### config.mk
export PLATFORM = sky130hd
export DESIGN_NAME = weight_fetch
export DESIGN_NICKNAME = d
export VERILOG_FILES = /design/src/source/conv_pkg.sv /design/src/source/weight_fetch.sv
export SDC_FILE = /design/constraint.sdc
export NUM_CORES = 1
export LEC_CHECK = 0
export BUFFER_PORTS_ARGS = -buffer_cell sky130_fd_sc_hd__clkbuf_2
export CORE_ASPECT_RATIO = 1.4
export CORE_MARGIN = 8
export CORE_UTILIZATION = 53
export CTS_BUF_LIST = sky130_fd_sc_hd__clkbuf_4 sky130_fd_sc_hd__clkbuf_8
export DETAILED_ROUTE_END_ITERATION = 10
export PLACE_DENSITY = 0.81
export SLEW_MARGIN = 20
export SYNTH_ARGS = -nofsm -noshare
export SYNTH_HDL_FRONTEND = slang
export SYNTH_SLANG_ARGS = --single-unit
### constraint.sdc
create_clock -name clk -period 8.5 [get_ports clk]
set_input_delay 0.425 -clock clk [delete_from_list [all_inputs] [get_ports clk]]
set_output_delay 0.425 -clock clk [all_outputs]
set_load 0.05 [all_outputs]
### src/source/conv_pkg.sv
package conv_pkg;

  // signed pixel, also used for decoded weights
  typedef logic signed [7:0]  pixel_t;
  // nine 2-bit codes, tap 0 in the low bits
  typedef logic [17:0]        code_row_t;
  // four signed bytes, code 0 in the low byte
  typedef logic [31:0]        codebook_t;
  typedef logic signed [15:0] psum_t;
  typedef logic [15:0]        addr_t;
  typedef logic [7:0]         qpix_t;

  localparam int NUM_KERNEL  = 4;
  localparam int NUM_TAP     = 9;
  localparam int QUANT_SHIFT = 5;
  localparam qpix_t QUANT_MAX = 8'd127;

  // 3x3 window, row-major from top-left
  typedef struct packed {
    pixel_t [NUM_TAP-1:0] tap;
  } window_t;

  // one 3x3 weight set per kernel
  typedef struct packed {
    pixel_t [NUM_KERNEL-1:0][NUM_TAP-1:0] w;
  } kernel_w_t;

  typedef struct packed {
    psum_t [NUM_KERNEL-1:0] b;
  } bias_vec_t;

  typedef struct packed {
    qpix_t [NUM_KERNEL-1:0] q;
  } qvec_t;

  typedef enum logic [2:0] {
    idle,
    fetch,
    mac,
    write,
    done_pulse
  } ctrl_state_t;

endpackage

### src/source/weight_fetch.sv
`timescale 1ns/100ps

module weight_fetch #(
  parameter int CHA_W = 4
) (
  input  logic                 clk,
  input  logic                 rstn,
  input  logic                 start,
  input  conv_pkg::codebook_t  codebook,
  input  logic                 fetch_go,
  input  logic [CHA_W-1:0]     cha,
  input  logic [CHA_W-1:0]     num_channel,
  output conv_pkg::addr_t      wt_addr,
  output logic                 wt_rd,
  input  conv_pkg::code_row_t  wt_rdata,
  output logic                 wt_done,
  output conv_pkg::kernel_w_t  weights
);

  conv_pkg::codebook_t cb;
  logic [CHA_W-1:0]    nch;
  logic                busy;
  logic [1:0]          kcnt;
  logic [1:0]          cur_k;
  logic [1:0]          k_q;
  logic                rd_q;
  conv_pkg::window_t   decoded;

  // held for the whole run
  always_ff @(posedge clk or negedge rstn) begin
    if (!rstn) begin
      cb  <= '0;
      nch <= '0;
    end else if (start) begin
      cb  <= codebook;
      nch <= num_channel;
    end
  end

  // kernel 0 is read in the fetch_go cycle itself
  assign cur_k   = busy ? kcnt : 2'd0;
  assign wt_rd   = fetch_go || busy;
  assign wt_addr = conv_pkg::addr_t'(cur_k) * conv_pkg::addr_t'(nch)
                 + conv_pkg::addr_t'(cha);

  always_ff @(posedge clk or negedge rstn) begin
    if (!rstn) begin
      busy    <= 1'b0;
      kcnt    <= '0;
      rd_q    <= 1'b0;
      k_q     <= '0;
      wt_done <= 1'b0;
    end else begin
      rd_q    <= wt_rd;
      k_q     <= cur_k;
      wt_done <= rd_q && (k_q == 2'd3);
      if (fetch_go) begin
        busy <= 1'b1;
        kcnt <= 2'd1;
      end else if (busy) begin
        kcnt <= kcnt + 1'b1;
        if (kcnt == 2'd3) busy <= 1'b0;
      end
    end
  end

  // code picks a byte of the codebook
  always_comb begin
    for (int i = 0; i < conv_pkg::NUM_TAP; i++) begin
      decoded.tap[i] = cb[{wt_rdata[2*i +: 2], 3'b000} +: 8];
    end
  end

  always_ff @(posedge clk) begin
    if (rd_q) weights.w[k_q] <= decoded.tap;
  end

endmodule

## After elaboration in Yosys (flattened, before gate mapping)

Cells that the tools add are included.

| cells by class | value |
|---|---|
| add/sub/neg operators | 2 |
| multipliers | 1 |
| divide/modulo/power cells | 0 |
| $lt $le $gt $ge | 2 |
| eq/ne operators | 2 |
| shifts and indexed selects | 9 |
| multiplexer cells | 9 |
| bitwise logic cells | 0 |
| reduce and logical (&&, ||, !) cells | 4 |

Operators by type and width:

| cell | count |
|---|---|
| 288-bit bitwise mux | 1 |
| 32-bit by 6-bit indexed part select with 8-bit output | 9 |
| 72-bit demux with 2-bit select | 1 |
| 72-bit 2-to-1 mux | 1 |
| 6-bit by 4-bit adder with 7-bit output | 1 |
| 2-bit by 4-bit multiplier with 6-bit output | 1 |
| 2-bit 2-to-1 mux | 3 |
| 2-bit == test, second input constant | 2 |
| 2-bit by 3-bit less-than comparator with 1-bit output, second input constant | 1 |
| 1-bit 2-to-1 mux | 3 |
| 2-bit by 1-bit adder with 2-bit output, second input constant | 1 |
| 2-bit by 1-bit greater-or-equal comparator with 1-bit output, second input constant | 1 |
| 1-bit logical AND | 2 |
| 2-bit nonzero test | 1 |
| 1-bit logical OR | 1 |

| word-level totals | value |
|---|---|
| register bits | 331 |
| latch bits | 0 |
| RAM bits | 0 |
| bits in read-only memories | 0 |
| bits of input ports | 62 |
| output and inout bits | 306 |
| word-level logic and storage cells | 72 |
| memories kept | 0 |

## Longest topological paths before layout

| depth | value |
|---|---|
| depth in word-level cells | 5 |
| depth in mapped cells | 9 |
| mapped depth without buffers | 8 |

## Worst setup path before layout

Ideal clock, no wire load.

| timing path | value |
|---|---|
| kind | reg-to-reg |
| start | register k_q[0] (netlist name) |
| end | register weights[0] in the netlist's numbering (enable) |
| library setup time | 0.605 ns |
| arrival time | 5.649 ns |
| required time | 7.895 ns |
| slack | 2.246 ns |
| cell stages (with the launch flop) | 2 |
| buffers on the path | 0 |
| clock period less this slack | 6.254 ns |
| cells stage by stage | dfrtp_1 > nor3b_1 |

RTL lines:

| what | RTL line | source |
|---|---|---|
| end, declared | weight_fetch.sv:17 | `output conv_pkg::kernel_w_t weights` |

## Final worst setup path

| timing path | value |
|---|---|
| start | register busy |
| end | output port wt_addr[4] |

| on the way | value |
|---|---|
| longest elaborated chain between the ends | 3 |

RTL lines:

| what | RTL line | source |
|---|---|---|
| start, declared | weight_fetch.sv:22 | `logic busy;` |
| start signal, assigned | weight_fetch.sv:48 | `busy <= 1'b0;` |
| start signal, assigned | weight_fetch.sv:58 | `busy <= 1'b1;` |
| start signal, assigned | weight_fetch.sv:62 | `if (kcnt == 2'd3) busy <= 1'b0;` |
| 2-bit 2-to-1 mux | weight_fetch.sv:41 | `assign cur_k = busy ? kcnt : 2'd0;` |
| named net cur_k[1] | weight_fetch.sv:24 | `logic [1:0] cur_k;` |
| 2-bit by 4-bit multiplier with 6-bit output | weight_fetch.sv:43 | `assign wt_addr = conv_pkg::addr_t'(cur_k) * conv_pkg::addr_t'(nch)` |
| 6-bit by 4-bit adder with 7-bit output | weight_fetch.sv:44 | `+ conv_pkg::addr_t'(cha);` |
| end, declared | weight_fetch.sv:13 | `output conv_pkg::addr_t wt_addr,` |

The timed path passes the listed nets, and every way through them passes these cells.

==> impl_metrics.tcl <==
set metrics [dict create \
    status "completed" \
    clock_latency_ns 0.53 \
    num-fill-cells 1539 \
    cts_sinks 331 \
    ctsHoldBuffers 1 \
    synth_top_family_by_area "multiplexers" \
    endpoint_kind "primary output" \
    rows 66 \
    grtUsageTotal_pct 22.2 \
    cts_made_buffers 46 \
    htreeDepth 2 \
    final_hold_viol_count 0 \
    dp_hpwl_microns 22600 \
    max-vdd-ir-drop_mv 0.368 \
    crit_arrival_ns 3.00 \
    postRouteAntennaNets 0 \
    grt_pass1_vias 7252 \
    syn_avg_cell_area_sq_um 23.8 \
    hold_start "codebook[28]" \
    slew_headroom_pct 28.0 \
    synthXorXnorAreaFrac_pct 0.141 \
    grt_pass1_wl_microns 46800 \
    endpoint "wt_addr[4]" \
    initial_core_util_pct 53.6 \
    crit_start "busy" \
    setup_violations 0 \
    required_ns 8.08 \
    final_layout_size_suffix_gt1_share_pct 58.2 \
    tns_ns 0 \
    ioPinCount 368 \
    layout_commonest_cell "clkbuf_2" \
    synth.area.mux_share_pct 16.4 \
    ys_warn_count 0 \
    antenna_found_initial 1 \
    finalPower_uw 5830 \
    core_area_sq_um 23100 \
    hold_path_class "in -> reg" \
    drv_cap 0 \
    grt_start_max_net_pins 74 \
    overflow 0 \
    clock_skew_ns 0.0105 \
    yosys.area_share.adder_pct 1.25 \
    tightest_slew_ns 1.08 \
    r2r_setup_slack_ns 6.38 \
    die-area_sq_um 28600 \
    die_y_microns 197 \
    synth_cells 521 \
    seq_area_frac_synth_pct 78.5 \
    drt_first_pass_iters 5 \
    fp.dieW_microns 145 \
    layout.cells.non_filler 1252 \
    maxSlewViolCount 0 \
    drt_wl_total_microns 32300 \
    place_inst 1165 \
    cp_max_fo 10 \
    rsz0062_at_grt "no" \
    fin_area_sq_um 15400 \
    cts_tree "yes" \
    num_vias 6850 \
    period_minus_slack_ns 3.42 \
    regToRegStartpoint "k_q[0]" \
    viasPerCell 5.47 \
    worst_r2r_path_depth 2 \
    path_class "reg -> out" \
    finalCritPeriodShare_pct 40.2 \
    cts_setup_buffers 0 \
    postPlaceCellArea_sq_um 14400 \
    synth_compound_area_share_pct 0.263 \
    drc_errors 0 \
    place.port_buffers 357 \
    power_density_nw_per_um2 378 \
    syn-cell-area_sq_um 12400 \
    areaGrowthSynthToFinish_pct 24.4 \
    leakage_uw 0.00610 \
    path_clk_slew_ns 0.06 \
    num-nets-final 982 \
    r2r-end "weights[168]" \
    post_cts_resize_count 0 \
    synth_seq_cells 331 \
    synth_simple_gate_area_share_pct 0.879 \
    place_ws_ns 5.64 \
    first_iter_violations 416 \
    max_clock_freq_mhz 292 \
    worst_slack_ns 5.08 \
    worstSetupStartpointType "register" \
    final_cell_mix "clkbuf_2 (357), edfxtp_1 (288), mux4_2 (72)" \
    cts_buffer_depth 3 \
    routabilityCongestion 0.787 \
    ys_types 27 \
    root_buffer "clkbuf_8" \
    wire_per_inst_microns 25.8 \
]
[logic make-up (layout without fill, tap and decap cells)]
logic type	after synthesis	count (layout)
mux	109	109
simple gates	20	20
fa+ha+maj	10	10
compound gates	5	5
flops	331	331
buf+inv	43	458
xor+xnor	2	2
other cells	1	11
[state kept, by name (all words and copies together) (netlist names)]
| register | count |
|---|---|
| busy | 1 |
| cb | 32 |
| k_q | 2 |
| kcnt | 2 |
| nch | 4 |
| rd_q | 1 |
| weights | 288 |
| wt_done | 1 |
[cells in the mapped netlist]
library cell	number	area [sq um]
a21o_1	2	15.0
a21oi_1	1	5.00
and2_1	2	12.5
and3_1	5	31.3
and3b_1	1	8.76
buf_2	1	5.00
buf_4	10	75.1
buf_6	13	146
clkbuf_2	9	45.0
conb_1	1	3.75
dfrtp_1	43	1080
edfxtp_1	288	8650
fa_1	4	80.1
ha_1	6	75.1
inv_1	10	37.5
mux2_2	36	405
mux2i_1	1	10.0
mux4_2	72	1620
nand2_1	5	18.8
nand2b_1	1	6.26
nor2_1	3	11.3
nor2b_1	1	6.26
nor3b_1	1	7.51
o21ai_0	1	5.00
o21bai_1	1	7.51
or2_2	1	6.26
xnor2_1	2	17.5
[final cells by class]
class / count / area [sq um] / area share, %
clock inverters: 24 / 238 / 1.54
flip-flops and latches: 331 / 9720 / 63.1
diodes: 1 / 2.50 / 0.0162
repair buffers: 365 / 1870 / 12.2
well taps: 306 / 383 / 2.48
clock buffers: 59 / 743 / 4.82
inverters: 10 / 37.5 / 0.244
multi-input cells: 156 / 2410 / 15.6
[where the power goes]
part | internal, uW | switching (uW)
Sequential | 2290 | 151
Clock | 727 | 555
Combinational | 378 | 1720
[stage by stage]
stage / util (%) / hold WS (ns)
after floorplan: - / 0.129
after global placement: 62.2 / 0.515
after detailed placement: 62.2 / 0.516
after CTS: 66.5 / 0.0637
after global routing: 66.7 / 0.0784
final: 66.7 / 0.121
[metal layers]
layer	share of wire, %	up-vias	routed length [microns]	global-route usage (%)
met5	0	-	0	0
met4	5.2	0	1680	12.4
met3	9.5	95	3060	7.05
met2	53	413	17100	39.0
met1	32	3450	10500	23.2
li1	-	2892	-	-
[critical path, stage by stage (launching register included)]
cell	delay, ns
dfrtp_1	0.50
and2_1	0.22
nand2_1	0.09
fa_1	0.57
inv_1	0.06
ha_1	0.28
a21o_1	0.15
a21oi_1	0.17
xnor2_1	0.13
clkbuf_2	0.29
[worst min path at each step]
stage	end	slack, ns	depth (start not counted)
CTS	cb[28]	0.06	2
finish	cb[28]	0.12	2
global route	cb[20]	0.08	2
global placement	nch[0]	0.52	1
floorplan	busy	0.13	0
detailed placement	nch[1]	0.52	1
(Power assumes the default switching activity.)
