**src/source/conv_pkg.sv**
```systemverilog
package conv_pkg;

  // signed pixel, also used for decoded weights
  typedef logic signed [7:0]  pixel_t;
  // nine 2-bit codes, tap 0 in the low bits
  typedef logic [17:0]        code_row_t;
  // four signed bytes, code 0 in the low byte
  typedef logic [31:0]        codebook_t;
  typedef logic signed [15:0] psum_t;
  typedef logic [15:0]        addr_t;
  typedef logic [7:0]         qpix_t;

  localparam int NUM_KERNEL  = 4;
  localparam int NUM_TAP     = 9;
  localparam int QUANT_SHIFT = 5;
  localparam qpix_t QUANT_MAX = 8'd127;

  // 3x3 window, row-major from top-left
  typedef struct packed {
    pixel_t [NUM_TAP-1:0] tap;
  } window_t;

  // one 3x3 weight set per kernel
  typedef struct packed {
    pixel_t [NUM_KERNEL-1:0][NUM_TAP-1:0] w;
  } kernel_w_t;

  typedef struct packed {
    psum_t [NUM_KERNEL-1:0] b;
  } bias_vec_t;

  typedef struct packed {
    qpix_t [NUM_KERNEL-1:0] q;
  } qvec_t;

  typedef enum logic [2:0] {
    idle,
    fetch,
    mac,
    write,
    done_pulse
  } ctrl_state_t;

endpackage

```
**src/source/window_fetch.sv**
```systemverilog
`timescale 1ns/100ps

module window_fetch #(
  parameter int ROW_W = 5,
  parameter int CHA_W = 4
) (
  input  logic               clk,
  input  logic               rstn,
  input  logic               fetch_go,
  input  logic [ROW_W-1:0]   pos_x,
  input  logic [ROW_W-1:0]   pos_y,
  input  logic [CHA_W-1:0]   cha,
  input  logic [ROW_W-1:0]   row_cnt,
  output conv_pkg::addr_t    in_addr,
  output logic               in_rd,
  input  conv_pkg::pixel_t   in_rdata,
  output logic               win_done,
  output conv_pkg::window_t  window
);

  // tap coordinates offset by one so the top/left pad is zero
  typedef logic [ROW_W:0] coord_t;

  coord_t                       tap_r [conv_pkg::NUM_TAP];
  coord_t                       tap_c [conv_pkg::NUM_TAP];
  logic [conv_pkg::NUM_TAP-1:0] in_img;
  logic [conv_pkg::NUM_TAP-1:0] pending;
  logic [conv_pkg::NUM_TAP-1:0] pending_nxt;
  logic [3:0]                   sel;
  logic [3:0]                   tap_q;
  logic                         rd_q;
  logic                         last_q;
  conv_pkg::addr_t              plane;

  always_comb begin
    for (int t = 0; t < conv_pkg::NUM_TAP; t++) begin
      tap_r[t]  = coord_t'(pos_y) + coord_t'(t / 3);
      tap_c[t]  = coord_t'(pos_x) + coord_t'(t % 3);
      in_img[t] = (tap_r[t] != '0) && (tap_r[t] <= coord_t'(row_cnt)) &&
                  (tap_c[t] != '0) && (tap_c[t] <= coord_t'(row_cnt));
    end
  end

  // lowest pending tap goes next
  always_comb begin
    sel = '0;
    for (int t = conv_pkg::NUM_TAP - 1; t >= 0; t--) begin
      if (pending[t]) sel = 4'(t);
    end
  end

  assign pending_nxt = pending & ~(conv_pkg::NUM_TAP'(1) << sel);
  assign in_rd       = |pending;
  assign plane       = conv_pkg::addr_t'(row_cnt) * conv_pkg::addr_t'(row_cnt);
  assign in_addr     = conv_pkg::addr_t'(cha) * plane
                     + conv_pkg::addr_t'(tap_r[sel] - 1'b1) * conv_pkg::addr_t'(row_cnt)
                     + conv_pkg::addr_t'(tap_c[sel] - 1'b1);

  always_ff @(posedge clk or negedge rstn) begin
    if (!rstn) begin
      pending  <= '0;
      rd_q     <= 1'b0;
      last_q   <= 1'b0;
      win_done <= 1'b0;
    end else begin
      rd_q     <= in_rd;
      last_q   <= in_rd && (pending_nxt == '0);
      // all-padding window finishes right away
      win_done <= (fetch_go && (in_img == '0)) || (rd_q && last_q);
      pending  <= fetch_go ? in_img : pending_nxt;
    end
  end

  always_ff @(posedge clk) begin
    tap_q <= sel;
    if (fetch_go) begin
      for (int t = 0; t < conv_pkg::NUM_TAP; t++) begin
        if (!in_img[t]) window.tap[t] <= '0;
      end
    end else if (rd_q) begin
      window.tap[tap_q] <= in_rdata;
    end
  end

  a_read_in_image: assert property (@(posedge clk) disable iff (!rstn)
    in_rd |-> in_img[sel])
    else $error("input read outside the image");

endmodule
```
**config.mk**
```make
export PLATFORM = sky130hd
export DESIGN_NAME = window_fetch
export DESIGN_NICKNAME = d
export VERILOG_FILES = /design/src/source/conv_pkg.sv /design/src/source/window_fetch.sv
export SDC_FILE = /design/constraint.sdc
export NUM_CORES = 1
export LEC_CHECK = 0
export BUFFER_PORTS_ARGS = -buffer_cell sky130_fd_sc_hd__buf_2
export CORE_UTILIZATION = 50
export CTS_BUF_LIST = sky130_fd_sc_hd__clkbuf_8
export DETAILED_ROUTE_END_ITERATION = 10
export PLACE_DENSITY = 0.73
export SYNTH_ARGS = -nofsm -noshare
export SYNTH_HDL_FRONTEND = slang
export SYNTH_SLANG_ARGS = --single-unit
```
**constraint.sdc**
```tcl
create_clock -name clk -period 10.1 [get_ports clk]
set_clock_uncertainty 0.15 [all_clocks]
set_input_delay 1.515 -clock clk [delete_from_list [all_inputs] [get_ports clk]]
set_output_delay 1.515 -clock clk [all_outputs]
set_load 0.02 [all_outputs]
```
======== After elaboration in Yosys (flattened, before gate mapping) ========
Cells that the tools add are included.
storage, ports and cells
  register bits after elaboration ......... 88
  bits of input ports ..................... 30
  output and inout bits ................... 90
  word-level logic and storage cells ...... 122
cells by class
  add/subtract/negate cells ............... 8
  multiply operators ...................... 3
  $lt $le $gt $ge ......................... 9
  eq/ne operators ......................... 9
  shift-type cells ........................ 1
  multiplexer cells ....................... 30
  bitwise logic cells ..................... 3
  reduce and logical (&&, ||, !) cells .... 45
operators by type and width
  cell                 count
  $mux 72              2
  $mux 8               10
  $bwmux 72            1
  $bmux 6 s4           2
  $mux 4               9
  $reduce_bool 6->1    6
  $demux 8 s4          1
  $logic_and 1x1->1    25
  $le 6x5->1           4
  $mux 6               4
  $logic_not 9->1      2
  $ne 2x2->1 const B   9
  $reduce_and 2->1     9
  $add 15x13->16       1
  $add 16x16->16       1
  $mul 4x10->14        1
  $sub 6x1->7 const B  2
  $mul 7x6->13         1
  $add 5x1->6 const B  2
  $add 5x2->6 const B  2
  $le 5x5->1           2
  $mul 5x5->10         1
  $and 9x9->9          1
  $mux 9               1
  other kinds (9)      9

======== Depth between registers and ports, before layout ========
  depth in word-level cells ............... 17
  gate-level depth with buffers ........... 36
  gate-level depth less buffers ........... 36

======== Worst setup path after synthesis ========
OpenSTA, ideal clock, no wires.
  path type ............................... input port to output port
  from .................................... in row_cnt[2]
  to ...................................... out in_addr[15]
  arrival time ............................ 9.410 ns
  data required time ...................... 8.435 ns
  slack ................................... -0.975 ns
  cell stages on the path ................. 35
  path buffers ............................ 0
  path through ............................ clkinv_1 > fa_1 > fa_1 > inv_1 > ha_1 > a31o_2 > ha_1 > inv_1 > o21bai_1 > a21o_1 > a21oi_1 > xnor2_1 > and2_1 > fa_1 > inv_1 > fa_1 > inv_1 > ha_1 > a21oi_1 > o21ai_0 > a21o_1 > a21oi_1 > xor2_1 > fa_1 > inv_1 > fa_1 > inv_1 > fa_1 > inv_1 > ha_1 > a21o_1 > a21o_1 > a21oi_1 > o21ai_0 > xnor2_1
between the ends
  cells in the longest elaborated chain, start to end .. 4
  elaborated cells on any way between the ends .. 5
  those cells by class .................... add/sub (2); mul (3)
ends and longest elaborated chain
  element             line                RTL
  start, declared     window_fetch.sv:13  input logic [ROW_W-1:0] row_cnt,
  $mul 5x5->10        window_fetch.sv:54  assign plane = conv_pkg::addr_t'(row_cnt) * conv_pkg::addr_t'(row_cnt);
  $mul 4x10->14       window_fetch.sv:55  assign in_addr = conv_pkg::addr_t'(cha) * plane
  $add 15x13->16 (*)  window_fetch.sv:56  + conv_pkg::addr_t'(tap_r[sel] - 1'b1) * conv_pkg::addr_t'(row_cnt)
  $add 16x16->16 (*)  window_fetch.sv:57  + conv_pkg::addr_t'(tap_c[sel] - 1'b1);
  end, declared       window_fetch.sv:14  output conv_pkg::addr_t in_addr,
Mark *: on every way between the ends. The rest lies on a longest branch, timed or not.

======== Worst setup path after layout ========
  from .................................... in row_cnt[3]
  to ...................................... out in_addr[13]
Same word-level chain as after synthesis.

==> metrics.md <==
| Metric | Value |
|---|---|
| Highest clock rate | 0.0957 GHz |
| Total die area | 20100 um^2 |
| Vias/cell | 5.52 |
| Max stage delay on crit path | 0.56 ns |
| Skew-Pair Late Insertion Delay | 0.36 ns |
| Synth warn | 0 |
| Post-synth top area cell | edfxtp_1 |
| Die height | 142 um |
| Clock Tree Buf Depth | 2 |
| Total track usage | 0.261 |
| R2R Path End | last_q$_DFF_PN0_ |
| Final Hold Viols | 0 |
| Area Growth Syn to Fin | 18.2% |
| Dpl cells | 1512 |
| Final worst path period need | 10.45 ns |
| Initial antenna violation count | 1 |
| Total Wirelength | 25500 um |
| Share of flip-flops with an asynchronous set or reset | 0.136 |
| FF+latch count, synth | 88 |
| Top cells by count, synth | 188 x nand2_1, 135 x inv_1, 102 x a21oi_1, 102 x ha_1, 73 x nor2_1 |
| Period Utilization, post-route | 1.03 |
| # nets final | 1469 |
| Fill cells | 1660 |
| Max-cap viol count | 0 |
| WP data required | 8.44 ns |
| Unrepaired setup endpoints after global routing | true |
| Syn Nets | 1324 |
| CP startpoint kind | primary input |
| Root buffer cell | clkbuf_8 |
| Sink Count | 88 |
| Cell with the most instances after synthesis | nand2_1 |
| Core area | 19000 um^2 |
| Synth cell types | 83 |
| Number of enable flip-flop cells after synthesis | 72 |
| CTS tree | done |
| Final Setup Violations | 6 |
| Hold_buf cts | 0 |
| Pre-Repair DR Iteration Count | 5 |
| Antenna-violating nets left | 0 |
| CTS buffer count | 9 |
| Final worst setup slack | -0.349 ns |
| Row count | 50 |
| Worst Hold Class | reg2reg |
| Worst Hold Path EP | win_done$_DFF_PN0_ |
| H-tree levels | 3 |
| WP data arrival | 8.78 ns |
| Share of layout cells above drive strength 1 | 0.220 |
| Reg2Reg Depth | 9 |
| Min-delay src | last_q$_DFF_PN0_ |
| Worst Path Max Fanout | 4 |
| CP endpoint kind | output pin |
| Non-Filler Instances | 1536 |
| Mapped Cells | 1125 |
| Max Slew Vio Count | 0 |
| HPWL after detailed placement | 19400 um |
| Mapped cell area | 9780 um^2 |
| WL/cell | 16.6 um |
| CP max-delay cell | fa_1 |
| R2R setup slack | 7.32 ns |
| WS Path Type | in2out |
| Clock-pin slew on the worst setup and hold paths | 0.09 ns |
| Placed inst area | 11000 um^2 |
| Run status | finished with violations |
| Final Cell Area | 11600 um^2 |
| Top_reg_cell synth | edfxtp_1 |
| Dominant cells by area after synthesis | edfxtp_1 22%, fa_1 14%, ha_1 13% |
| I/O pins | 120 |
| Syn Area/Cell | 8.69 um^2 |
| Most frequent CP cell | fa_1 |
| Global-route wire length before repair | 41700 um |
| Worst Hold Depth | 2 |
| Seq/Total Area, Yosys | 0.260 |
| Via count | 8478 |
| Vias in the first global route | 8327 |
| Worst-Margin Slew | 1.03 ns |
| Final Wtd Congestion | 0.917 |
| Grt total ovfl | 0 |
| DRC Markers | 0 |
| Die X | 142 um |
| Initial DRC Count | 617 |
| Rel. slew slack | 0.306 |
| Violated checks | negative setup slack |
| Synth top area share | 0.221 |
| Port bufs | 119 |
| Worst R2R Start | pending[2]$_DFF_PN0_ |
| Largest net degree at the start of global routing | 87 |
| Initial core utilization | 0.516 |
==> registers in the layout (all words and copies together) (netlist names) <==
| signal | cells |
|---|---|
| pending | 9 |
| last_q | 1 |
| win_done | 1 |
| window | 72 |
| tap_q | 4 |
| rd_q | 1 |
==> what timing repair did <==
| action | in CTS | in global routing |
|---|---|---|
| resized for setup | 40 | 26 |
| setup endpoints to repair | 6 | 7 |
| pin swaps | 29 | 18 |
| setup buffers | 3 | 4 |
==> per-stage QoR <==
stage	hold WS [ns]	TNS, ns	utilization	worst slack (ns)
floorplan	0.279	-0.457	-	-0.134
global placement	0.303	-1.65	0.582	-0.461
detailed placement	0.314	-2.74	0.582	-0.681
CTS	0.333	-1.07	0.602	-0.358
global route	0.359	-2.68	0.609	-0.607
finish	0.328	-1.19	0.609	-0.349
==> cell families after synthesis <==
kind of cell | after synthesis | share of synthesized area
xor gates and xnor gates | 47 | 0.0436
AOI/OAI and AO/OA | 228 | 0.153
DFF | 88 | 0.260
adders and majority gates | 169 | 0.268
muxes | 13 | 0.0133
and+or+nand+nor | 400 | 0.190
buffers and inverters | 180 | 0.0721
==> worst max-delay path by stage <==
stage / from / to / slack (ns)
4_1_cts: row_cnt[3] / in_addr[13] / -0.36
5_1_grt: row_cnt[3] / in_addr[15] / -0.61
3_5_place_dp: row_cnt[2] / in_addr[13] / -0.68
6_report: row_cnt[3] / in_addr[13] / -0.35
2_1_floorplan: row_cnt[1] / in_addr[13] / -0.13
3_3_place_gp: row_cnt[2] / in_addr[13] / -0.46
==> cell usage in the layout, fill, tap and decap left out, types with 7 or more instances in the layout <==
cell	synthesis	routed
clkbuf_8	0	9
o21ai_0	27	18
inv_1	135	125
a21oi_1	102	92
edfxtp_1	72	72
nor2b_1	15	15
a21oi_2	0	8
a21o_1	12	12
xor2_1	17	14
nor2_1	73	72
nand3_1	23	22
buf_4	1	59
inv_2	2	12
ha_1	102	91
dfrtp_1	12	12
buf_2	8	108
mux2i_1	13	13
nor3_1	17	17
and2_1	31	30
fa_1	67	67
o21ai_1	4	9
xnor2_1	28	24
nand2b_1	12	12
o21ai_2	4	7
nand2_1	188	184
o21a_1	11	11
ha_4	0	11
==> critical path: cells and delay by family <==
| family | cells | cell delay, ns |
|---|---|---|
| buf+inv | 9 | 0.58 |
| simple gates | 4 | 0.83 |
| xor+xnor | 3 | 0.48 |
| fa+ha+maj | 11 | 4.45 |
| compound gates | 7 | 0.94 |
==> layer usage <==
layer  routed length [um]  part of all wire  GRT usage  vias up
met1                11000              0.43      0.348     4073
li1                     -                 -          -     4098
met3                 1350             0.053     0.0334       31
met2                12600              0.50      0.450      276
met4                  455             0.018     0.0634        0
met5                    0                 0          0        -
==> final cells by class <==
class	instances	area, um^2	share of cell area
Multi-Input combinational cell	857	6890	0.597
Sequential cell	88	2540	0.220
Timing Repair Buffer	174	1070	0.0926
Inverter	140	533	0.0461
Tap cell	260	325	0.0282
Clock buffer	9	124	0.0107
Clock inverter	7	63.8	0.00552
Antenna cell	1	2.50	0.000217
Power is not shown: default switching activity piles up to over one toggle a cycle in this logic, so the estimate is an artifact.
