`config.mk`:
```
export PLATFORM = sky130hd
export DESIGN_NAME = conv_ctrl
export DESIGN_NICKNAME = d
export VERILOG_FILES = /design/src/source/conv_pkg.sv /design/src/source/conv_ctrl.sv
export SDC_FILE = /design/constraint.sdc
export NUM_CORES = 1
export LEC_CHECK = 0
export BUFFER_PORTS_ARGS = -buffer_cell sky130_fd_sc_hd__buf_2
export CORE_ASPECT_RATIO = 1.5
export CORE_MARGIN = 8
export CORE_UTILIZATION = 61
export DETAILED_ROUTE_END_ITERATION = 16
export HOLD_SLACK_MARGIN = 0.02
export PLACE_DENSITY = 0.88
export SLEW_MARGIN = 20
export SYNTH_ARGS = -nofsm -noshare
export SYNTH_HDL_FRONTEND = slang
export SYNTH_SLANG_ARGS = --single-unit
```
`constraint.sdc`:
```
create_clock -name clk -period 11.62 [get_ports clk]
set_input_delay 1.162 -clock clk [delete_from_list [all_inputs] [get_ports clk]]
set_output_delay 1.162 -clock clk [all_outputs]
set_load 0.02 [all_outputs]
```
`src/source/conv_pkg.sv`:
```
package conv_pkg;

  // signed pixel, also used for decoded weights
  typedef logic signed [7:0]  pixel_t;
  // nine 2-bit codes, tap 0 in the low bits
  typedef logic [17:0]        code_row_t;
  // four signed bytes, code 0 in the low byte
  typedef logic [31:0]        codebook_t;
  typedef logic signed [15:0] psum_t;
  typedef logic [15:0]        addr_t;
  typedef logic [7:0]         qpix_t;

  localparam int NUM_KERNEL  = 4;
  localparam int NUM_TAP     = 9;
  localparam int QUANT_SHIFT = 5;
  localparam qpix_t QUANT_MAX = 8'd127;

  // 3x3 window, row-major from top-left
  typedef struct packed {
    pixel_t [NUM_TAP-1:0] tap;
  } window_t;

  // one 3x3 weight set per kernel
  typedef struct packed {
    pixel_t [NUM_KERNEL-1:0][NUM_TAP-1:0] w;
  } kernel_w_t;

  typedef struct packed {
    psum_t [NUM_KERNEL-1:0] b;
  } bias_vec_t;

  typedef struct packed {
    qpix_t [NUM_KERNEL-1:0] q;
  } qvec_t;

  typedef enum logic [2:0] {
    idle,
    fetch,
    mac,
    write,
    done_pulse
  } ctrl_state_t;

endpackage

```
`src/source/conv_ctrl.sv`:
```
`timescale 1ns/100ps

module conv_ctrl #(
  parameter int ROW_W = 5,
  parameter int CHA_W = 4
) (
  input  logic               clk,
  input  logic               rstn,
  input  logic               start,
  input  logic [ROW_W-1:0]   num_row,
  input  logic [CHA_W-1:0]   num_channel,
  output logic               accept,
  output logic [ROW_W-1:0]   row_cnt,
  output logic               fetch_go,
  output logic [ROW_W-1:0]   pos_x,
  output logic [ROW_W-1:0]   pos_y,
  output logic [CHA_W-1:0]   cha,
  input  logic               win_done,
  input  logic               wt_done,
  output logic               mac_go,
  output logic               acc_first,
  input  conv_pkg::qvec_t    qres,
  output logic               out_we,
  output conv_pkg::addr_t    out_addr,
  output conv_pkg::qpix_t    out_data,
  output logic               done
);

  conv_pkg::ctrl_state_t state;
  logic [CHA_W-1:0]      cha_last;
  logic [1:0]            kidx;
  logic                  win_seen;
  logic                  wt_seen;
  logic                  both_ready;
  logic                  last_x;
  logic                  last_y;
  conv_pkg::addr_t       plane;
  conv_pkg::addr_t       pix_off;

  // start only counts when idle
  assign accept     = start && (state == conv_pkg::idle);
  assign both_ready = (win_seen || win_done) && (wt_seen || wt_done);
  assign last_x     = (pos_x == row_cnt - 1'b1);
  assign last_y     = (pos_y == row_cnt - 1'b1);

  always_ff @(posedge clk or negedge rstn) begin
    if (!rstn) begin
      state     <= conv_pkg::idle;
      fetch_go  <= 1'b0;
      mac_go    <= 1'b0;
      acc_first <= 1'b0;
      win_seen  <= 1'b0;
      wt_seen   <= 1'b0;
      pos_x     <= '0;
      pos_y     <= '0;
      cha       <= '0;
      kidx      <= '0;
      row_cnt   <= '0;
      cha_last  <= '0;
      plane     <= '0;
    end else begin
      fetch_go <= 1'b0;
      mac_go   <= 1'b0;
      case (state)
        conv_pkg::idle: begin
          if (start) begin
            row_cnt  <= num_row;
            cha_last <= num_channel - 1'b1;
            plane    <= conv_pkg::addr_t'(num_row) * conv_pkg::addr_t'(num_row);
            pos_x    <= '0;
            pos_y    <= '0;
            cha      <= '0;
            fetch_go <= 1'b1;
            state    <= conv_pkg::fetch;
          end
        end
        conv_pkg::fetch: begin
          if (both_ready) begin
            win_seen  <= 1'b0;
            wt_seen   <= 1'b0;
            mac_go    <= 1'b1;
            acc_first <= (cha == '0);
            // next channel fetch overlaps this accumulate
            if (cha == cha_last) begin
              state <= conv_pkg::mac;
            end else begin
              cha      <= cha + 1'b1;
              fetch_go <= 1'b1;
            end
          end else begin
            if (win_done) win_seen <= 1'b1;
            if (wt_done) wt_seen <= 1'b1;
          end
        end
        conv_pkg::mac: begin
          kidx  <= '0;
          state <= conv_pkg::write;
        end
        conv_pkg::write: begin
          kidx <= kidx + 1'b1;
          if (kidx == 2'd3) begin
            if (last_x && last_y) begin
              state <= conv_pkg::done_pulse;
            end else begin
              pos_x    <= last_x ? '0 : pos_x + 1'b1;
              pos_y    <= last_x ? pos_y + 1'b1 : pos_y;
              cha      <= '0;
              fetch_go <= 1'b1;
              state    <= conv_pkg::fetch;
            end
          end
        end
        default: state <= conv_pkg::idle;
      endcase
    end
  end

  // kernel-major output layout
  assign pix_off  = conv_pkg::addr_t'(pos_y) * conv_pkg::addr_t'(row_cnt)
                  + conv_pkg::addr_t'(pos_x);
  assign out_addr = conv_pkg::addr_t'(kidx) * plane + pix_off;
  assign out_data = qres.q[kidx];
  assign out_we   = (state == conv_pkg::write);
  assign done     = (state == conv_pkg::done_pulse);

  a_min_rows: assert property (@(posedge clk) disable iff (!rstn)
    accept |-> num_row >= 2)
    else $error("image narrower than two rows");

  a_done_in_fetch: assert property (@(posedge clk) disable iff (!rstn)
    (win_done || wt_done) |-> state == conv_pkg::fetch)
    else $error("fetch completion outside fetch state");

endmodule

```
* Word-level counts from Yosys, hierarchy flattened
Index checks and enable logic that the tools add are counted.
Widths: inputs -> output; s select.
** Storage, ports and cells
- Register bits :: 43
- Latch bits :: 0
- Memory bits (writable) :: 0
- ROM bits :: 0
- Bits of input ports :: 46
- Output and inout bits :: 49
- Word-level logic and storage cells :: 96
- Memories :: 0
** Cells by class
- Add/subtract/negate cells :: 8
- $mul :: 3
- Divide/modulo/power cells :: 0
- $lt $le $gt $ge :: 1
- Eq/ne operators :: 15
- Shifts and indexed selects :: 0
- Mux-type cells :: 36
- Bitwise gates (word level) :: 0
- Reduce and logical (&&, ||, !) cells :: 20
** Operator list (number)
- $mux 5 :: 7
- $mul 5x5->10 :: 2
- $mux 4 :: 5
- $pmux 5 s2 :: 2
- $bmux 8 s2 :: 1
- $mux 3 :: 5
- $add 12x11->13 :: 1
- $mul 2x10->12 :: 1
- $pmux 3 s4 :: 1
- $pmux 4 s3 :: 1
- $add 10x5->11 :: 1
- $mux 1 :: 11
- $add 5x1->5 const B :: 2
- $eq 5x5->1 :: 2
- $ne 2x2->1 const B :: 5
- $mux 8 :: 1
- $reduce_and 2->1 :: 4
- $reduce_and 4->1 :: 2
- $reduce_bool 2->1 :: 4
- $eq 3x2->1 const B :: 2
- $reduce_and 6->1 :: 1
- $reduce_and 5->1 :: 1
- $sub 5x1->5 const B :: 1
- $add 4x1->4 const B :: 1
- 15 further kinds :: 19

* Logic depth before layout (Yosys ltp)
Gate-level depths: netlist of the first run.
- Word-level depth :: 6
- Mapped depth :: 19

* Worst setup path after synthesis of the first run
No wires, ideal clock.
- Path type :: register -> output
- From :: register kidx[1]
- To :: output port out_addr[10]
- Data arrival time :: 4527 ps
- Required time :: 10458 ps
- Setup slack :: 5931 ps
- Stages on the path, launching flop included :: 19
- Path buffers :: 2
- Cell sequence :: dfrtp_1 -> clkbuf_1 -> clkbuf_1 -> and2_1 -> fa_1 -> inv_1 -> fa_1 -> inv_1 -> fa_1 -> inv_1 -> fa_1 -> inv_1 -> ha_1 -> a21o_1 -> a21oi_1 -> o21bai_1 -> a21oi_1 -> o21ai_0 -> xor2_1
** On the way
- Word-level cells in the longest chain between the ends :: 2
** Ends and longest elaborated chain
- from (decl) :: RTL line conv_ctrl.sv:31 : logic [1:0] kidx;
- from (signal assigned) :: RTL line conv_ctrl.sv:100 : kidx <= kidx + 1'b1;
- $mul 2x10->12 :: RTL line conv_ctrl.sv:121 : assign out_addr = conv_pkg::addr_t'(kidx) * plane + pix_off;
- $add 12x11->13 :: RTL line conv_ctrl.sv:121
- to (decl) :: RTL line conv_ctrl.sv:24 : output conv_pkg::addr_t out_addr,
No other way between the ends.

* Final worst setup path of the first run
- From :: register kidx[1]
- To :: output port out_addr[12]
Same word-level chain as after synthesis.

==> impl_metrics.env, run 1 <==
export IMPL_status="completed"
export IMPL_dpl_hpwl_microns=8510
export IMPL_muxShareOfSynthArea_pct=5.01
export IMPL_drive_gt1_share_pct=20.5
export IMPL_setup_tns_ns=0
export IMPL_dp_cells=639
export IMPL_synth_adder_area_share_pct=26.4
export IMPL_met1_usage_pct=21.6
export IMPL_coreArea_sq_um=7130
export IMPL_worstHoldPathCells=2
export IMPL_post_cts_buffers=0
export IMPL_cts_sinks=41
export IMPL_die_h_microns=121
export IMPL_relSlewSlack_pct=40.6
export IMPL_nNetsFinal=686
export IMPL_ys_types=58
export IMPL_cap_violations=0
export IMPL_antenna_found_initial=0
export IMPL_num_io_pins=95
export IMPL_yosysSeqAreaShare_pct=23.1
export IMPL_hold_slack_ns=0.511
export IMPL_synth_top_family_by_area="adder cells"
export IMPL_ctsResizeCount=0
export IMPL_area_delta_synth_final_pct=12.1
export IMPL_num_antenna_cells=0
export IMPL_startpoint_type="flip-flop"
export IMPL_rr_startpoint="row_cnt[0]"
export IMPL_worst_pin_slew_ns=0.891
export IMPL_clk_latency_ns=0.30
export IMPL_synth_area_per_cell_sq_um=9.05
export IMPL_synthXorXnorAreaFrac_pct=5.72
export IMPL_finClkSkew_ns=0.0150
export IMPL_wl_microns=10300
export IMPL_fin_util_pct=69.8
export IMPL_clkTransAtPathRegs_ns=0.09
export IMPL_grt_overflow=0
export IMPL_post_route_period_util_pct=53.7
export IMPL_ant_nets=0
export IMPL_grt_util_all_layers_pct=21.0
export IMPL_die_area_sq_um=10300
export IMPL_vias=3667
export IMPL_synth_edff_count=0
export IMPL_synthSimpleGateAreaFrac_pct=18.7
export IMPL_netSwitchingPower_mw=0.666
export IMPL_power_internal_mw=0.614
export IMPL_final_cells=647
export IMPL_numCtsBuffers=5
export IMPL_crit_arrival_ns=5.08
export IMPL_fmax_ghz=0.160
export IMPL_place_gp_congestion=0.827
export IMPL_hold_path_class="reg -> reg"
export IMPL_syn_area_sq_um=4440
export IMPL_wl_per_cell_microns=15.9
export IMPL_rsz0062_at_grt="false"
export IMPL_power_frac_seq_pct=24.3
export IMPL_via_per_inst=5.67
export IMPL_r2r_end="pos_x[4]"
export IMPL_clkPwrFrac_pct=9.0
export IMPL_synth_compound_area_share_pct=12.3
export IMPL_finalCriticalPeriod_ns=6.24
export IMPL_grt_pass1_vias=3965
export IMPL_cts_buffer_depth=2
export IMPL_rows=38
export IMPL_htree_levels=2
export IMPL_gr_usage_met2_pct=40.8
export IMPL_crit_fanout=19
export IMPL_die_x_microns=85.7
export IMPL_syn_inst=491
export IMPL_crit_required_ns=10.46
export IMPL_ys_async_sr_fraction_pct=100
export IMPL_cp_end_kind="output pin"
export IMPL_vdd_drop_max_mv=0.160
export IMPL_grt_first_pass_wirelength_microns=17600
export IMPL_combPwrFrac_pct=66.7
export IMPL_swShare_pct=52.1
export IMPL_hold_start="win_seen"
export IMPL_p_leak_nw=2.62
export IMPL_start_util_pct=62.3
export IMPL_rrSetupSlack_ns=8.76
export IMPL_drc_errors=0
export IMPL_busiest_layer="met2"
export IMPL_met3_usage_pct=2.99
export IMPL_ys_ff_latch=41
export IMPL_r2r_cells=8
export IMPL_ys_warn_count=0
export IMPL_holdPathEnd="win_seen"
export IMPL_port_buffer_count=91
export IMPL_worstSetupPathType="reg -> out"
export IMPL_slew_viol_final=0
export IMPL_root_buffer="clkbuf_8"
export IMPL_tritoncts="yes"
export IMPL_synth_ff_type="dfrtp_1"
export IMPL_hold_viol=0
export IMPL_drt_pass1_iterations=4
export IMPL_p_per_area_nw_per_um2=257
export IMPL_grt_start_max_net_pins=42
export IMPL_setup_viol_count_final=0
export IMPL_cts_hold_buf=0
export IMPL_drt_iter0_markers=206
-- logic make-up (layout without fill, tap and decap cells) --
logic type / Yosys count / in the layout
AO/OA/AOI/OAI: 82 / 82
buffers and inverters: 90 / 163
XOR/XNOR: 29 / 29
other: 2 / 5
adder cells (fa/ha/maj): 74 / 74
AND/OR/NAND/NOR: 161 / 161
flip-flops: 41 / 41
multiplexers: 12 / 12
-- worst max-delay path, cell delays in order (launching register included) --
cell and delay [ns]:
dfrtp_1 0.81, nand2_1 0.18, fa_1 0.54, inv_1 0.05, ha_1 0.27, inv_1 0.05, fa_1 0.50, fa_1 0.56
inv_1 0.07, fa_1 0.45, a21o_1 0.20, a21oi_1 0.21, o21bai_1 0.09, a21oi_1 0.25, o21ai_0 0.19, a22o_1 0.21
buf_2 0.15
-- registers in the layout (all words and copies together), names as in the netlist --
register / cells
win_seen: 1
cha_last: 4
fetch_go: 1
mac_go: 1
cha: 4
kidx: 2
plane: 8
pos_y: 5
pos_x: 5
state: 3
wt_seen: 1
acc_first: 1
row_cnt: 5
-- final cells by class --
| type | instances | area (sq um) |
|---|---|---|
| clock buffer | 6 | 72.6 |
| clock inverter | 2 | 38.8 |
| fill | 570 | 2150 |
| inverter | 64 | 240 |
| multi-input combinational | 363 | 3050 |
| sequential | 41 | 1030 |
| tap | 80 | 100 |
| timing repair buffer | 91 | 455 |
-- synthesized netlist by cell type (4+ instances only) --
cell type	count	area, sq um
a21o_1	5	37.5
a21oi_1	17	85.1
and2_1	39	244
and3_1	4	25.0
buf_2	7	35.0
buf_4	5	37.5
clkbuf_1	12	45.0
dfrtp_1	41	1030
fa_1	33	661
ha_1	41	513
inv_1	64	240
mux4_2	8	180
nand2_1	60	225
nand3_1	13	65.1
nor2_1	13	48.8
nor2b_1	6	37.5
nor3_1	7	35.0
o21ai_0	20	100
o21ai_1	7	35.0
o21bai_1	4	30.0
xnor2_1	20	175
xor2_1	9	78.8
-- metrics by stage --
step / worst slack, ns / cell area (sq um) / total power [mW]
after floorplan: 5.93 / 4450 / 0.976
after global placement: 5.92 / 4870 / 1.12
after detailed placement: 5.75 / 4870 / 1.17
after CTS: 5.41 / 4980 / 1.29
after global routing: 5.13 / 4980 / 1.41
final: 5.38 / 4980 / 1.28
-- how the worst max path moves through the flow --
stage / start / end / cells past startpoint
after global routing: kidx[1] / out_addr[12] / 16
after CTS: kidx[1] / out_addr[12] / 16
final: kidx[1] / out_addr[12] / 16
after detailed placement: kidx[1] / out_addr[12] / 17
after floorplan: kidx[1] / out_addr[10] / 18
after global placement: kidx[1] / out_addr[12] / 17
-- cell usage in the layout, fill, tap and decap left out, types with 8 or more instances in the layout --
cell,synthesis,final
xor2_1,9,9
nor2_1,13,13
nand3_1,13,13
dfrtp_1,41,41
nand2_1,60,60
a21oi_1,17,17
fa_1,33,33
xnor2_1,20,20
inv_1,64,64
ha_1,41,41
and2_1,39,39
o21ai_0,20,20
mux4_2,8,8
buf_2,7,91
-- power groups by stage --
stage               clock [mW]  combinational [mW]  sequential (mW)
finish                   0.116               0.854            0.311
global route             0.122               0.961            0.324
CTS                      0.117               0.868            0.309
detailed placement           0               0.863            0.312
global placement             0               0.815            0.305
floorplan                    0               0.696            0.280
-- metal layers --
metal | share of wire (%) | wire, microns | vias to the layer above
li1 | - | - | 1763
met1 | 36 | 3740 | 1792
met2 | 58 | 5920 | 89
met3 | 3.8 | 388 | 23
met4 | 2.3 | 234 | 0
met5 | 0 | 0 | -
(Power assumes the default switching activity.)
==> run 2, diff against run 1 <==
--- a/config.mk
+++ b/config.mk
@@ -8,10 +8,10 @@
 export BUFFER_PORTS_ARGS = -buffer_cell sky130_fd_sc_hd__buf_2
 export CORE_ASPECT_RATIO = 1.5
 export CORE_MARGIN = 8
-export CORE_UTILIZATION = 61
+export CORE_UTILIZATION = 51
 export DETAILED_ROUTE_END_ITERATION = 16
 export HOLD_SLACK_MARGIN = 0.02
-export PLACE_DENSITY = 0.88
+export PLACE_DENSITY = 0.78
 export SLEW_MARGIN = 20
 export SYNTH_ARGS = -nofsm -noshare
 export SYNTH_HDL_FRONTEND = slang
==> constraint.sdc (replaced) <==
create_clock -name clk -period 5.25 [get_ports clk]
set_input_delay 0.525 -clock clk [delete_from_list [all_inputs] [get_ports clk]]
set_output_delay 0.525 -clock clk [all_outputs]
set_load 0.02 [all_outputs]
==> run 2 against run 1 <==
Total power is 130% higher. Clock power increased to 2.6 times the previous value. Sequential power increased by 90%. Die area increased by 16%. Design area increased by 4.4%. Critical path depth up 1. First-iteration DRC count down 21%. Global-route usage fell by 3.3 points. Via count grew 1.2%. Wire length down 0.42%. Cell count up 6.6%. Sequential share of layout area decreased by 0.76 points. Critical endpoint unchanged. Largest power group unchanged.
==> impl_metrics.env, run 2 (synthesized netlist as in run 1, its figures left out) <==
export IMPL_status="completed"
export IMPL_numCtsBuffers=5
export IMPL_hold_path_class="in -> async"
export IMPL_final_cells=690
export IMPL_r2r_cells=9
export IMPL_cts_hold_buf=0
export IMPL_root_buffer="clkbuf_16"
export IMPL_wl_microns=10200
export IMPL_finish_instance_area_sq_um=5200
export IMPL_area_delta_synth_final_pct=17.1
export IMPL_final_common_cell="buf_2"
export IMPL_htree_levels=2
export IMPL_nNetsFinal=702
export IMPL_hold_viol=0
export IMPL_clkTransAtPathRegs_ns=0.06
export IMPL_wl_per_cell_microns=14.8
export IMPL_dpl_hpwl_microns=8470
export IMPL_die_x_microns=92.2
export IMPL_tritoncts="yes"
export IMPL_cap_violations=0
export IMPL_vias=3711
export IMPL_seq_area_sq_um=1030
export IMPL_crit_required_ns=4.72
export IMPL_worst_path_buf_inv=5
export IMPL_drt_pass1_iterations=4
export IMPL_grt_first_pass_wirelength_microns=17400
export IMPL_drive_gt1_share_pct=24.4
export IMPL_multi_input_area_sq_um=3070
export IMPL_dp_cells=675
export IMPL_pre_cts_slack_ns=0.252
export IMPL_p_leak_nw=2.71
export IMPL_cp_end_kind="output pin"
export IMPL_slew_viol_final=0
export IMPL_rsz0062_at_grt="false"
export IMPL_grt_overflow=0
export IMPL_dpl_cell_area_sq_um=4970
export IMPL_finalCriticalPeriod_ns=5.01
export IMPL_antenna_found_initial=0
export IMPL_start_util_pct=52.5
export IMPL_worstSetupPathType="reg -> out"
export IMPL_clk_latency_ns=0.29
export IMPL_coreArea_sq_um=8460
export IMPL_place_gp_congestion=0.893
export IMPL_drc_errors=0
export IMPL_num_io_pins=95
export IMPL_grt_util_all_layers_pct=17.7
export IMPL_worst_pin_slew_ns=0.885
export IMPL_worstPathCellList="buf_4 > nand2_1 > fa_1 > inv_1 > ha_1 > inv_1 > fa_1 > fa_1 > inv_1 > fa_1 > a21o_1 > a21oi_2 > o21bai_1 > a21oi_2 > o21ai_2 > a22o_1 > buf_2"
export IMPL_grt_pass1_vias=3909
export IMPL_slowest_stage="fa_1"
export IMPL_setup_tns_ns=0
export IMPL_via_per_inst=5.38
export IMPL_die_h_microns=130
export IMPL_cts_sinks=41
export IMPL_cts_buffer_depth=2
export IMPL_crit_fanout=9
export IMPL_crit_arrival_ns=4.48
export IMPL_port_buffer_count=91
export IMPL_ant_nets=0
export IMPL_p_per_area_nw_per_um2=568
export IMPL_setup_viol_count_final=0
export IMPL_worst_slack_ns=0.244
export IMPL_vdd_drop_max_mv=0.477
export IMPL_top_register="plane"
export IMPL_rows=41
export IMPL_largest_register_ffs=8
export IMPL_drt_iter0_markers=162
export IMPL_grt_start_max_net_pins=42
export IMPL_num_fill_cells=740
export IMPL_mostFrequentLayoutCells="90 x buf_2, 64 x inv_1, 60 x nand2_1"
export IMPL_max_stage_delay_ns=0.54
export IMPL_num_antenna_cells=0
export IMPL_fmax_ghz=0.200
export IMPL_relSlewSlack_pct=41.0
export IMPL_finClkSkew_ns=0.00928
export IMPL_path_delay_family="adder cells"
export IMPL_path_depth=17
export IMPL_startpoint_type="flip-flop"
export IMPL_post_route_period_util_pct=95.4
export IMPL_path_common_cell="fa_1"
export IMPL_die_area_sq_um=12000
[run 2: changes by cell type in the layout (fill, tap and decap cells not counted), moves of 2 or more]
cell,before,now
a21oi_1,17,15
dfrtp_1,41,36
clkbuf_8,5,0
buf_4,0,17
clkbuf_16,0,5
o21ai_0,20,18
a21oi_2,0,2
dfrtp_2,0,5
[run 2: cell type report]
type / instances / area share (%)
sequential: 41 / 19.8
clock inverter: 3 / 0.409
clock buffer: 5 / 2.41
multi-input combinational: 363 / 59.0
inverter: 64 / 4.62
timing repair buffer: 107 / 11.1
tap: 107 / 2.57
[run 2: timing repair]
action / CTS / global route
buffers inserted: 0 / 7
pin swaps: 0 / 2
setup endpoints to repair: 2 / 5
gates resized for setup: 3 / 9
hold endpoints to repair: 0 / 0
cloned: 0 / 0
[run 2: path summary, 6_finish.rpt]
check	start	endpoint	slack (ns)
max	row_cnt[0]	out_addr[12]	0.24
min	rstn	acc_first	0.36
max reg2reg	row_cnt[0]	pos_y[0]	2.44
min reg2reg	cha_last[2]	cha_last[2]	0.50
max in group asynchronous	rstn	row_cnt[3]	4.27
min in group clk	num_channel[0]	cha_last[0]	0.47
[run 2: metrics by stage]
step / util, % / total power, mW / hold slack (ns)
3_5_place_dp: 58.7 / 2.62 / 0.488
4_1_cts: 60.5 / 2.94 / 0.384
3_3_place_gp: 58.7 / 2.55 / 0.476
6_report: 61.4 / 2.96 / 0.355
2_1_floorplan: - / 2.16 / 0.229
5_1_grt: 61.4 / 3.25 / 0.441
[run 2: power breakdown]
group | switching [mW] | internal (mW) | total [mW]
registers | 0.148 | 0.444 | 0.592
clock network | 0.130 | 0.177 | 0.307
logic | 1.22 | 0.840 | 2.06
[run 2: per-layer routing]
metal  track usage, %  wire (microns)  vias to the layer above  share of wire (%)
met5                0               0                        -                  0
met4             7.33             261                        0                2.5
met3             4.31             665                       17                6.5
met2             32.9            5420                      110                 53
met1             18.5            3890                     1784                 38
li1                 -               -                     1800                  -
